<file path="src/include/rv_defines.svh">
// widths, register count, pc step and core-mapped store addresses
`ifndef RV_DEFINES_SVH
`define RV_DEFINES_SVH

// data path and address widths
`define RV_XLEN         32
`define RV_ADDR_W       32

// register file geometry
`define RV_NUM_REGS     32
`define RV_REG_SEL_W    5

// pc advances one word per instruction
`define RV_INSTR_BYTES  32'd4

// stores to these addresses never reach memory
`define RV_OUT_ADDR     32'd1000
`define RV_HALT_ADDR    32'd1004

`endif

</file>
<file path="src/rv_isa_pkg.sv">
// rv32i encoding types: opcodes, funct3 codes, funct7/funct3 pairs, register index
`default_nettype none

`include "rv_defines.svh"

package rv_isa_pkg;

    // major opcodes of the kept instruction groups
    typedef enum logic [6:0] {
        OPIMM  = 7'b0010011,
        LOAD   = 7'b0000011,
        STORE  = 7'b0100011,
        BRANCH = 7'b1100011,
        OP     = 7'b0110011,
        LUI    = 7'b0110111,
        AUIPC  = 7'b0010111
    } opcode_e;

    // funct3 values overlap between opcode groups, so these are plain constants
    typedef logic [2:0] funct3_e;

    localparam funct3_e F3_ADDI = 3'b000;
    localparam funct3_e F3_BEQ  = 3'b000;
    localparam funct3_e F3_BNE  = 3'b001;

    // {funct7, funct3} of the register-register group
    typedef enum logic [9:0] {
        OPF_ADD  = 10'b0000000_000,
        OPF_SUB  = 10'b0100000_000,
        OPF_SLL  = 10'b0000000_001,
        OPF_SLT  = 10'b0000000_010,
        OPF_SLTU = 10'b0000000_011,
        OPF_XOR  = 10'b0000000_100,
        OPF_SRL  = 10'b0000000_101,
        OPF_SRA  = 10'b0100000_101,
        OPF_OR   = 10'b0000000_110,
        OPF_AND  = 10'b0000000_111
    } op_funct_e;

    typedef logic [`RV_REG_SEL_W-1:0] reg_sel_t;

endpackage

`default_nettype wire

</file>
<file path="src/rv_core_pkg.sv">
// core types: data word, sequencer state, execute action, alu operation
`default_nettype none

`include "rv_defines.svh"

package rv_core_pkg;

    typedef logic [`RV_XLEN-1:0] word_t;

    // one instruction in flight, so four states are enough
    typedef enum logic [1:0] {
        FETCH,
        EXEC,
        MEM_WAIT,
        HALTED
    } seq_state_e;

    // what the sequencer does once the instruction word is acknowledged
    typedef enum logic [2:0] {
        NEXT,
        LOAD,
        STORE,
        OUT,
        HALT
    } action_e;

    typedef enum logic [3:0] {
        ALU_ADD,
        ALU_SUB,
        ALU_AND,
        ALU_OR,
        ALU_XOR,
        ALU_SLL,
        ALU_SRL,
        ALU_SRA,
        ALU_SLT,
        ALU_SLTU
    } alu_op_e;

endpackage

`default_nettype wire

</file>
<file path="src/decode_if.sv">
// decoded instruction fields shared by decoder, execute unit and register file
`timescale 1ns/1ns
`default_nettype none

interface decode_if;

    rv_isa_pkg::opcode_e   op;
    rv_isa_pkg::funct3_e   funct3;
    rv_isa_pkg::op_funct_e op_funct;
    rv_isa_pkg::reg_sel_t  rd;
    rv_isa_pkg::reg_sel_t  rs1;
    rv_isa_pkg::reg_sel_t  rs2;
    rv_core_pkg::word_t    i_imm;
    rv_core_pkg::word_t    s_imm;
    rv_core_pkg::word_t    b_imm;
    rv_core_pkg::word_t    u_imm;

    modport decoder (
        output op, funct3, op_funct, rd, rs1, rs2, i_imm, s_imm, b_imm, u_imm
    );

    modport execute (
        input op, funct3, op_funct, rd, rs1, rs2, i_imm, s_imm, b_imm, u_imm
    );

    // register file only needs the source indexes
    modport regsel (input rs1, rs2);

endinterface

`default_nettype wire

</file>
<file path="src/rv_decoder.sv">
// instruction word field split and immediate sign extension
`timescale 1ns/1ns
`default_nettype none

`include "rv_defines.svh"

module rv_decoder (
    input  rv_core_pkg::word_t instr,
    decode_if.decoder          dec
);

    logic sign;

    assign sign = instr[31];

    // fixed field positions of the base encoding
    assign dec.op       = rv_isa_pkg::opcode_e'(instr[6:0]);
    assign dec.funct3   = rv_isa_pkg::funct3_e'(instr[14:12]);
    assign dec.op_funct = rv_isa_pkg::op_funct_e'({instr[31:25], instr[14:12]});
    assign dec.rd       = instr[11:7];
    assign dec.rs1      = instr[19:15];
    assign dec.rs2      = instr[24:20];

    // I-type: addi, loads
    assign dec.i_imm = {{(`RV_XLEN-12){sign}}, instr[31:20]};

    // S-type splits the offset around rd position
    assign dec.s_imm = {{(`RV_XLEN-12){sign}}, instr[31:25], instr[11:7]};

    // B-type offset is in half-words, bit 0 is always zero
    assign dec.b_imm = {
        {(`RV_XLEN-13){sign}},
        instr[31],
        instr[7],
        instr[30:25],
        instr[11:8],
        1'b0
    };

    // U-type fills the upper 20 bits
    assign dec.u_imm = {instr[31:12], {(`RV_XLEN-20){1'b0}}};

endmodule

`default_nettype wire

</file>
<file path="src/rv_regfile.sv">
// 32-entry register file, two async read ports, one write port, x0 reads zero
`timescale 1ns/1ns
`default_nettype none

`include "rv_defines.svh"

module rv_regfile (
    input  logic                 clk,
    input  logic                 rst,
    decode_if.regsel             sel,
    output rv_core_pkg::word_t   rs1_data,
    output rv_core_pkg::word_t   rs2_data,
    input  logic                 wr_en,
    input  rv_isa_pkg::reg_sel_t wr_sel,
    input  rv_core_pkg::word_t   wr_data
);

    rv_core_pkg::word_t regs [`RV_NUM_REGS];

    assign rs1_data = regs[sel.rs1];
    assign rs2_data = regs[sel.rs2];

    always_ff @(posedge clk or posedge rst) begin
        if (rst) begin
            for (int i = 0; i < `RV_NUM_REGS; i++) begin
                regs[i] <= '0;
            end
        end else if (wr_en && (wr_sel != '0)) begin
            // x0 is never written, so it keeps its reset value
            regs[wr_sel] <= wr_data;
        end
    end

endmodule

`default_nettype wire

</file>
<file path="src/rv_execute.sv">
// alu, branch compare, load/store address and action select for one instruction
`timescale 1ns/1ns
`default_nettype none

`include "rv_defines.svh"

module rv_execute (
    decode_if.execute             dec,
    input  rv_core_pkg::word_t    rs1_data,
    input  rv_core_pkg::word_t    rs2_data,
    input  rv_core_pkg::word_t    pc,
    output rv_core_pkg::action_e  action,
    output rv_core_pkg::word_t    result,
    output logic                  rd_wr,
    output rv_core_pkg::word_t    next_pc,
    output rv_core_pkg::word_t    mem_addr_calc,
    output rv_core_pkg::word_t    store_data
);

    rv_core_pkg::alu_op_e alu_op;
    rv_core_pkg::word_t   alu_a;
    rv_core_pkg::word_t   alu_b;
    rv_core_pkg::word_t   seq_pc;
    logic                 rs_equal;

    assign seq_pc     = pc + `RV_INSTR_BYTES;
    assign rs_equal   = (rs1_data == rs2_data);
    assign store_data = rs2_data;

    // stores use the split S offset, loads the I offset
    assign mem_addr_calc = rs1_data +
        ((dec.op == rv_isa_pkg::STORE) ? dec.s_imm : dec.i_imm);

    always_comb begin
        action  = rv_core_pkg::NEXT;
        alu_op  = rv_core_pkg::ALU_ADD;
        alu_a   = rs1_data;
        alu_b   = dec.i_imm;
        rd_wr   = 1'b0;
        next_pc = seq_pc;
        case (dec.op)
            rv_isa_pkg::OPIMM: begin
                if (dec.funct3 == rv_isa_pkg::F3_ADDI) begin
                    rd_wr = 1'b1;
                end else begin
                    action = rv_core_pkg::HALT;
                end
            end
            rv_isa_pkg::OP: begin
                alu_b = rs2_data;
                rd_wr = 1'b1;
                case (dec.op_funct)
                    rv_isa_pkg::OPF_ADD:  alu_op = rv_core_pkg::ALU_ADD;
                    rv_isa_pkg::OPF_SUB:  alu_op = rv_core_pkg::ALU_SUB;
                    rv_isa_pkg::OPF_AND:  alu_op = rv_core_pkg::ALU_AND;
                    rv_isa_pkg::OPF_OR:   alu_op = rv_core_pkg::ALU_OR;
                    rv_isa_pkg::OPF_XOR:  alu_op = rv_core_pkg::ALU_XOR;
                    rv_isa_pkg::OPF_SLL:  alu_op = rv_core_pkg::ALU_SLL;
                    rv_isa_pkg::OPF_SRL:  alu_op = rv_core_pkg::ALU_SRL;
                    rv_isa_pkg::OPF_SRA:  alu_op = rv_core_pkg::ALU_SRA;
                    rv_isa_pkg::OPF_SLT:  alu_op = rv_core_pkg::ALU_SLT;
                    rv_isa_pkg::OPF_SLTU: alu_op = rv_core_pkg::ALU_SLTU;
                    default: begin
                        rd_wr  = 1'b0;
                        action = rv_core_pkg::HALT;
                    end
                endcase
            end
            rv_isa_pkg::LUI: begin
                alu_a = '0;
                alu_b = dec.u_imm;
                rd_wr = 1'b1;
            end
            rv_isa_pkg::AUIPC: begin
                alu_a = pc;
                alu_b = dec.u_imm;
                rd_wr = 1'b1;
            end
            rv_isa_pkg::LOAD: action = rv_core_pkg::LOAD;
            rv_isa_pkg::STORE: begin
                // two addresses are handled by the core itself
                if (mem_addr_calc == `RV_OUT_ADDR) begin
                    action = rv_core_pkg::OUT;
                end else if (mem_addr_calc == `RV_HALT_ADDR) begin
                    action = rv_core_pkg::HALT;
                end else begin
                    action = rv_core_pkg::STORE;
                end
            end
            rv_isa_pkg::BRANCH: begin
                if (dec.funct3 == rv_isa_pkg::F3_BEQ) begin
                    next_pc = rs_equal ? (pc + dec.b_imm) : seq_pc;
                end else if (dec.funct3 == rv_isa_pkg::F3_BNE) begin
                    next_pc = rs_equal ? seq_pc : (pc + dec.b_imm);
                end else begin
                    action = rv_core_pkg::HALT;
                end
            end
            default: action = rv_core_pkg::HALT;
        endcase
    end

    // shift amount is the low five bits of operand b
    always_comb begin
        case (alu_op)
            rv_core_pkg::ALU_ADD:  result = alu_a + alu_b;
            rv_core_pkg::ALU_SUB:  result = alu_a - alu_b;
            rv_core_pkg::ALU_AND:  result = alu_a & alu_b;
            rv_core_pkg::ALU_OR:   result = alu_a | alu_b;
            rv_core_pkg::ALU_XOR:  result = alu_a ^ alu_b;
            rv_core_pkg::ALU_SLL:  result = alu_a << alu_b[4:0];
            rv_core_pkg::ALU_SRL:  result = alu_a >> alu_b[4:0];
            rv_core_pkg::ALU_SRA:  result = $signed(alu_a) >>> alu_b[4:0];
            rv_core_pkg::ALU_SLT:  result = rv_core_pkg::word_t'($signed(alu_a) < $signed(alu_b));
            rv_core_pkg::ALU_SLTU: result = rv_core_pkg::word_t'(alu_a < alu_b);
            default:               result = '0;
        endcase
    end

endmodule

`default_nettype wire

</file>
<file path="src/rv_sequencer.sv">
// fetch/execute/memory-wait fsm, pc, memory port and write-back control
`timescale 1ns/1ns
`default_nettype none

module rv_sequencer (
    input  logic                  clk,
    input  logic                  rst,
    input  logic                  mem_ack,
    input  rv_core_pkg::word_t    mem_rd_data,
    input  rv_core_pkg::action_e  action,
    input  rv_core_pkg::word_t    result,
    input  rv_core_pkg::word_t    next_pc,
    input  rv_core_pkg::word_t    mem_addr_calc,
    input  rv_core_pkg::word_t    store_data,
    input  logic                  rd_wr,
    input  rv_isa_pkg::reg_sel_t  rd,
    output rv_core_pkg::word_t    pc,
    output rv_core_pkg::word_t    instr,
    output rv_core_pkg::word_t    mem_addr,
    output logic                  mem_rd_req,
    output logic                  mem_wr_req,
    output rv_core_pkg::word_t    mem_wr_data,
    output logic                  wr_en,
    output rv_isa_pkg::reg_sel_t  wr_sel,
    output rv_core_pkg::word_t    wr_data,
    output rv_core_pkg::word_t    out,
    output logic                  outen,
    output logic                  halt
);

    rv_core_pkg::seq_state_e state;
    rv_core_pkg::seq_state_e state_n;
    rv_core_pkg::word_t      pc_n;
    logic                    load_pending;
    logic                    load_pending_n;
    rv_isa_pkg::reg_sel_t    load_rd;

    // the instruction word arrives on the read data bus in the ack cycle
    assign instr       = mem_rd_data;
    assign mem_wr_data = store_data;
    assign out         = store_data;
    assign halt        = (state == rv_core_pkg::HALTED);

    always_comb begin
        state_n        = state;
        pc_n           = pc;
        load_pending_n = load_pending;
        mem_addr       = pc;
        mem_rd_req     = 1'b0;
        mem_wr_req     = 1'b0;
        wr_en          = 1'b0;
        wr_sel         = rd;
        wr_data        = result;
        outen          = 1'b0;
        case (state)
            rv_core_pkg::FETCH: begin
                mem_rd_req = 1'b1;
                state_n    = rv_core_pkg::EXEC;
            end
            rv_core_pkg::EXEC: begin
                if (mem_ack) begin
                    case (action)
                        rv_core_pkg::NEXT, rv_core_pkg::OUT: begin
                            wr_en      = rd_wr;
                            outen      = (action == rv_core_pkg::OUT);
                            pc_n       = next_pc;
                            mem_addr   = next_pc;
                            mem_rd_req = 1'b1;
                        end
                        rv_core_pkg::LOAD, rv_core_pkg::STORE: begin
                            // pc moves on now, the fetch waits for the data ack
                            pc_n           = next_pc;
                            mem_addr       = mem_addr_calc;
                            mem_rd_req     = (action == rv_core_pkg::LOAD);
                            mem_wr_req     = (action == rv_core_pkg::STORE);
                            load_pending_n = (action == rv_core_pkg::LOAD);
                            state_n        = rv_core_pkg::MEM_WAIT;
                        end
                        default: state_n = rv_core_pkg::HALTED;
                    endcase
                end
            end
            rv_core_pkg::MEM_WAIT: begin
                if (mem_ack) begin
                    wr_en      = load_pending;
                    wr_sel     = load_rd;
                    wr_data    = mem_rd_data;
                    mem_rd_req = 1'b1;
                    state_n    = rv_core_pkg::EXEC;
                end
            end
            default: begin
                // halted, no more requests
            end
        endcase
    end

    always_ff @(posedge clk or posedge rst) begin
        if (rst) begin
            state        <= rv_core_pkg::FETCH;
            pc           <= '0;
            load_pending <= 1'b0;
        end else begin
            state        <= state_n;
            pc           <= pc_n;
            load_pending <= load_pending_n;
        end
    end

    // destination of an outstanding load
    always_ff @(posedge clk) begin
        if (state == rv_core_pkg::EXEC && mem_ack) begin
            load_rd <= rd;
        end
    end

endmodule

`default_nettype wire

</file>
<file path="src/proc.sv">
// core top level: decoder, register file, execute unit and sequencer
`timescale 1ns/1ns
`default_nettype none

`include "rv_defines.svh"

module proc (
    input  logic                    clk,
    input  logic                    rst,
    output logic [`RV_ADDR_W-1:0]   mem_addr,
    input  rv_core_pkg::word_t      mem_rd_data,
    output rv_core_pkg::word_t      mem_wr_data,
    output logic                    mem_rd_req,
    output logic                    mem_wr_req,
    input  logic                    mem_ack,
    output rv_core_pkg::word_t      out,
    output logic                    outen,
    output logic                    halt
);

    rv_core_pkg::word_t   instr;
    rv_core_pkg::word_t   pc;
    rv_core_pkg::word_t   rs1_data;
    rv_core_pkg::word_t   rs2_data;
    rv_core_pkg::action_e action;
    rv_core_pkg::word_t   result;
    logic                 rd_wr;
    rv_core_pkg::word_t   next_pc;
    rv_core_pkg::word_t   mem_addr_calc;
    rv_core_pkg::word_t   store_data;
    logic                 wr_en;
    rv_isa_pkg::reg_sel_t wr_sel;
    rv_core_pkg::word_t   wr_data;

    decode_if dec_bus ();

    rv_decoder u_decoder (
        .instr (instr),
        .dec   (dec_bus.decoder)
    );

    rv_regfile u_regfile (
        .clk      (clk),
        .rst      (rst),
        .sel      (dec_bus.regsel),
        .rs1_data (rs1_data),
        .rs2_data (rs2_data),
        .wr_en    (wr_en),
        .wr_sel   (wr_sel),
        .wr_data  (wr_data)
    );

    rv_execute u_execute (
        .dec           (dec_bus.execute),
        .rs1_data      (rs1_data),
        .rs2_data      (rs2_data),
        .pc            (pc),
        .action        (action),
        .result        (result),
        .rd_wr         (rd_wr),
        .next_pc       (next_pc),
        .mem_addr_calc (mem_addr_calc),
        .store_data    (store_data)
    );

    rv_sequencer u_sequencer (
        .clk           (clk),
        .rst           (rst),
        .mem_ack       (mem_ack),
        .mem_rd_data   (mem_rd_data),
        .action        (action),
        .result        (result),
        .next_pc       (next_pc),
        .mem_addr_calc (mem_addr_calc),
        .store_data    (store_data),
        .rd_wr         (rd_wr),
        .rd            (dec_bus.rd),
        .pc            (pc),
        .instr         (instr),
        .mem_addr      (mem_addr),
        .mem_rd_req    (mem_rd_req),
        .mem_wr_req    (mem_wr_req),
        .mem_wr_data   (mem_wr_data),
        .wr_en         (wr_en),
        .wr_sel        (wr_sel),
        .wr_data       (wr_data),
        .out           (out),
        .outen         (outen),
        .halt          (halt)
    );

endmodule

`default_nettype wire

</file>
<file path="config.mk">
export PLATFORM = sky130hd
export DESIGN_NAME = proc
export DESIGN_NICKNAME = d
export VERILOG_FILES = /design/src/rv_isa_pkg.sv /design/src/rv_core_pkg.sv /design/src/decode_if.sv /design/src/rv_decoder.sv /design/src/rv_regfile.sv /design/src/rv_execute.sv /design/src/rv_sequencer.sv /design/src/proc.sv
export VERILOG_INCLUDE_DIRS = /design/src /design/src/include
export SDC_FILE = /design/constraint.sdc
export NUM_CORES = 2
export LEC_CHECK = 0
export BUFFER_PORTS_ARGS = -buffer_cell sky130_fd_sc_hd__buf_4
export CORE_ASPECT_RATIO = 1.25
export CORE_UTILIZATION = 45
export DETAILED_ROUTE_END_ITERATION = 12
export PLACE_DENSITY = 0.58
export SLEW_MARGIN = 25
export SYNTH_ARGS = -nofsm -noshare
export SYNTH_HDL_FRONTEND = slang
export SYNTH_SLANG_ARGS = --single-unit
</file>
<file path="constraint.sdc">
create_clock -name clk -period 41.4 [get_ports clk]
set_input_delay 6.21 -clock clk [delete_from_list [all_inputs] [get_ports clk]]
set_output_delay 6.21 -clock clk [all_outputs]
set_load 0.005 [all_outputs]
</file>
==> results.cfg <==
[clock_tree]
clk_pin_slew_ps = 60
clkSinkCount = 1063
holdBufCountCts = 0
cts-root-buf = clkbuf_16
htreeDepth = 3
cts_tree = yes
cts-buffers-inserted = 111
post_cts_buffers = 0
clk_path_buf_depth = 3
cts-resized-gates = 0
clock_latency_ps = 790

[synthesis]
synth_nets = 7116
yosysTopAreaCell = dfrtp_1
synth_area_sq_um = 70000
synth.distinct_cells = 97
synth_seq_area_share = 0.380
yosysWarnings = 0
synthArstFlopShare = 0.995
ys_ff_latch = 1063
synth-edff-count = 5
yosysMostFrequentCell = dfrtp_1
syn_inst = 6914
ys.flop_type = dfrtp_1
avgSynthCellArea_sq_um = 10.1
synthTopCellsByArea = dfrtp_1 (38%), mux4_2 (12%), mux2i_1 (6.7%), mux2_2 (6.5%), o21ai_0 (4.9%)
synthTopCellsByCount = dfrtp_1 (1058), nand2_1 (918), o21ai_0 (692)
synth_top_area_share = 0.378

[global_route]
grt_first_pass_wirelength_mm = 432
grt_pass1_vias = 58400
grt_max_degree = 129
grt_usage = 0.380
antenna_found_initial = 13
grt_overflow = 0

[final_layout]
fin_nets = 6893
area_delta_synth_final_pct = 9.96
drive_gt1_frac = 0.214
nFillCells = 14300
multi_input_area_sq_um = 40600
regArea_sq_um = 26600

[routing]
drt_first_pass_iters = 6
drtIter0Drc = 6508
drc_errors = 0
antenna_left = 0
drt-total-wl_mm = 302
vias = 60000
via_per_inst = 6.79
wl_per_cell_microns = 34.2

[run]
maxCapViolations = 0

[placement]
place_hpwl_mm = 196
gp_congestion = 1.01
numPortBuffers = 134

[timing]
hold_viol = 0
slew_viol_final = 0
finalSetupViolations = 0
worst_slew_pin_slew_ps = 1170
slew_headroom = 0.223
rsz0062_at_grt = false
fmax_mhz = 48.0
tns_ps = 0
fin_crit_sh = 0.503
skew_ps = 52.7
final.min_clock_period_ps = 20830

[floorplan]
fp.dieH_microns = 443
die_w_microns = 355
core_sq_um = 154000
initial_core_util = 0.454
row_count = 161
die-area_sq_um = 157000
ios = 135

[critical_path]
crit_slowest_cell = buf_4
cp_common_cell = buf_4
end_kind = output pin
slowest_delay_ps = 770
required_ps = 35190
critPathKind = input port to output pin
critPathLaunchType = input port
path_cells = buf_8, buf_4, buf_4, mux4_2, mux4_2, mux2_2, ha_1, a2111oi_0, o31ai_1, a21boi_1, a41o_4, or4b_4, a32o_1, nor4_1, nand3_1, o21ai_2, buf_4, inv_1, a211oi_1, nor2_1, buf_4
cp.arrival_ps = 14620
cp_max_fo = 70

[power]
p_leak_uw = 0.0348
power_uw = 2840
max-vdd-ir-drop_mv = 0.0342
power_density_nw_per_um2 = 36.8

[run_status]
status = complete, no violations

[min_path]
holdCritPathClass = register to register
[state kept, by name (all words and copies together) (netlist names)]
register                  flops
u_regfile.regs             1024
u_sequencer.load_pending      1
u_sequencer.load_rd           5
u_sequencer.pc               31
u_sequencer.state             2
[critical path: cells and delay by family]
kind            cells  cell delay [ps]
buf+inv             6             3050
mux                 3             1480
fa+ha+maj           1              450
compound gates      7             1990
simple gates        4             1200
[stage by stage]
| step | worst slack, ps | utilization | instance area (sq um) | hold WS, ps | std cells |
|---|---|---|---|---|---|
| after global placement | 20670 | 0.472 | 72800 | 377 | 8610 |
| after floorplan | 5410 | - | 70000 | 441 | 6914 |
| after global routing | 20080 | 0.499 | 77000 | 412 | 8824 |
| after CTS | 20580 | 0.498 | 76900 | 397 | 8818 |
| after detailed placement | 20620 | 0.472 | 72900 | 382 | 8611 |
| final | 20570 | 0.499 | 77000 | 399 | 8828 |
[cells by family after synthesis]
| logic type | after synthesis | share of synthesized area |
|---|---|---|
| flops | 1063 | 0.380 |
| compound gates | 1896 | 0.171 |
| fa+ha+maj | 167 | 0.0303 |
| buf+inv | 815 | 0.0521 |
| simple gates | 1623 | 0.104 |
| mux | 1232 | 0.248 |
| xor+xnor | 118 | 0.0148 |
[layout by cell type, fill, tap and decap left out, types with 27 or more instances in the layout]
cell type and count:
nor4_1 33, inv_1 129, and3_1 38, nand2_1 886, xnor2_1 67, clkbuf_8 28, o31ai_1 112, a21oi_1 287
a221o_1 30, o21bai_1 27, o22ai_1 121, nand4_1 32, nor2_1 227, mux2i_1 470, ha_1 163, dfrtp_1 1058
nand3_1 72, mux4_2 360, a211oi_1 44, o21ai_0 686, mux2_2 402, nor3_1 67, buf_4 326, nor3b_1 27
a221oi_1 38, clkbuf_16 111, a21o_1 49, o211ai_1 63, xor2_1 51, a22oi_1 196
[where the power goes]
part,internal (uW),total [uW],switching (uW)
clock,634,1090,460
sequential,1060,1070,14.4
combinational,196,672,476
total,1890,2840,951
[worst paths after layout]
check	startpoint	endpoint	slack, ps	depth (start not counted)
worst max-delay path	mem_rd_data[15]	mem_rd_req	20570	21
worst min-delay path	u_regfile.regs[1016]	u_regfile.regs[1016]	400	0
worst max register to register	u_regfile.regs[642]	u_regfile.regs[441]	33730	21
worst min register to register	u_regfile.regs[1016]	u_regfile.regs[1016]	400	0
max in group asynchronous	rst	u_regfile.regs[127]	32790	5
min in group asynchronous	rst	u_regfile.regs[450]	5580	2
[routing by layer]
layer,GRT usage,part of all wire,vias to the layer above
met3,0.0781,0.085,1005
met4,0.262,0.081,6
met1,0.471,0.38,30500
li1,-,-,25300
met2,0.596,0.46,3201
met5,0,0.00013,-
[final cells by class]
class	count	area share
flip-flops and latches	1063	0.346
clock buffers	160	0.0421
clock inverters	47	0.00949
well taps	2037	0.0331
repair buffers	342	0.0351
inverters	137	0.00677
diodes	6	0.000195
multi-input cells	5036	0.528
No activity file was read; power rests on OpenSTA's default activity.
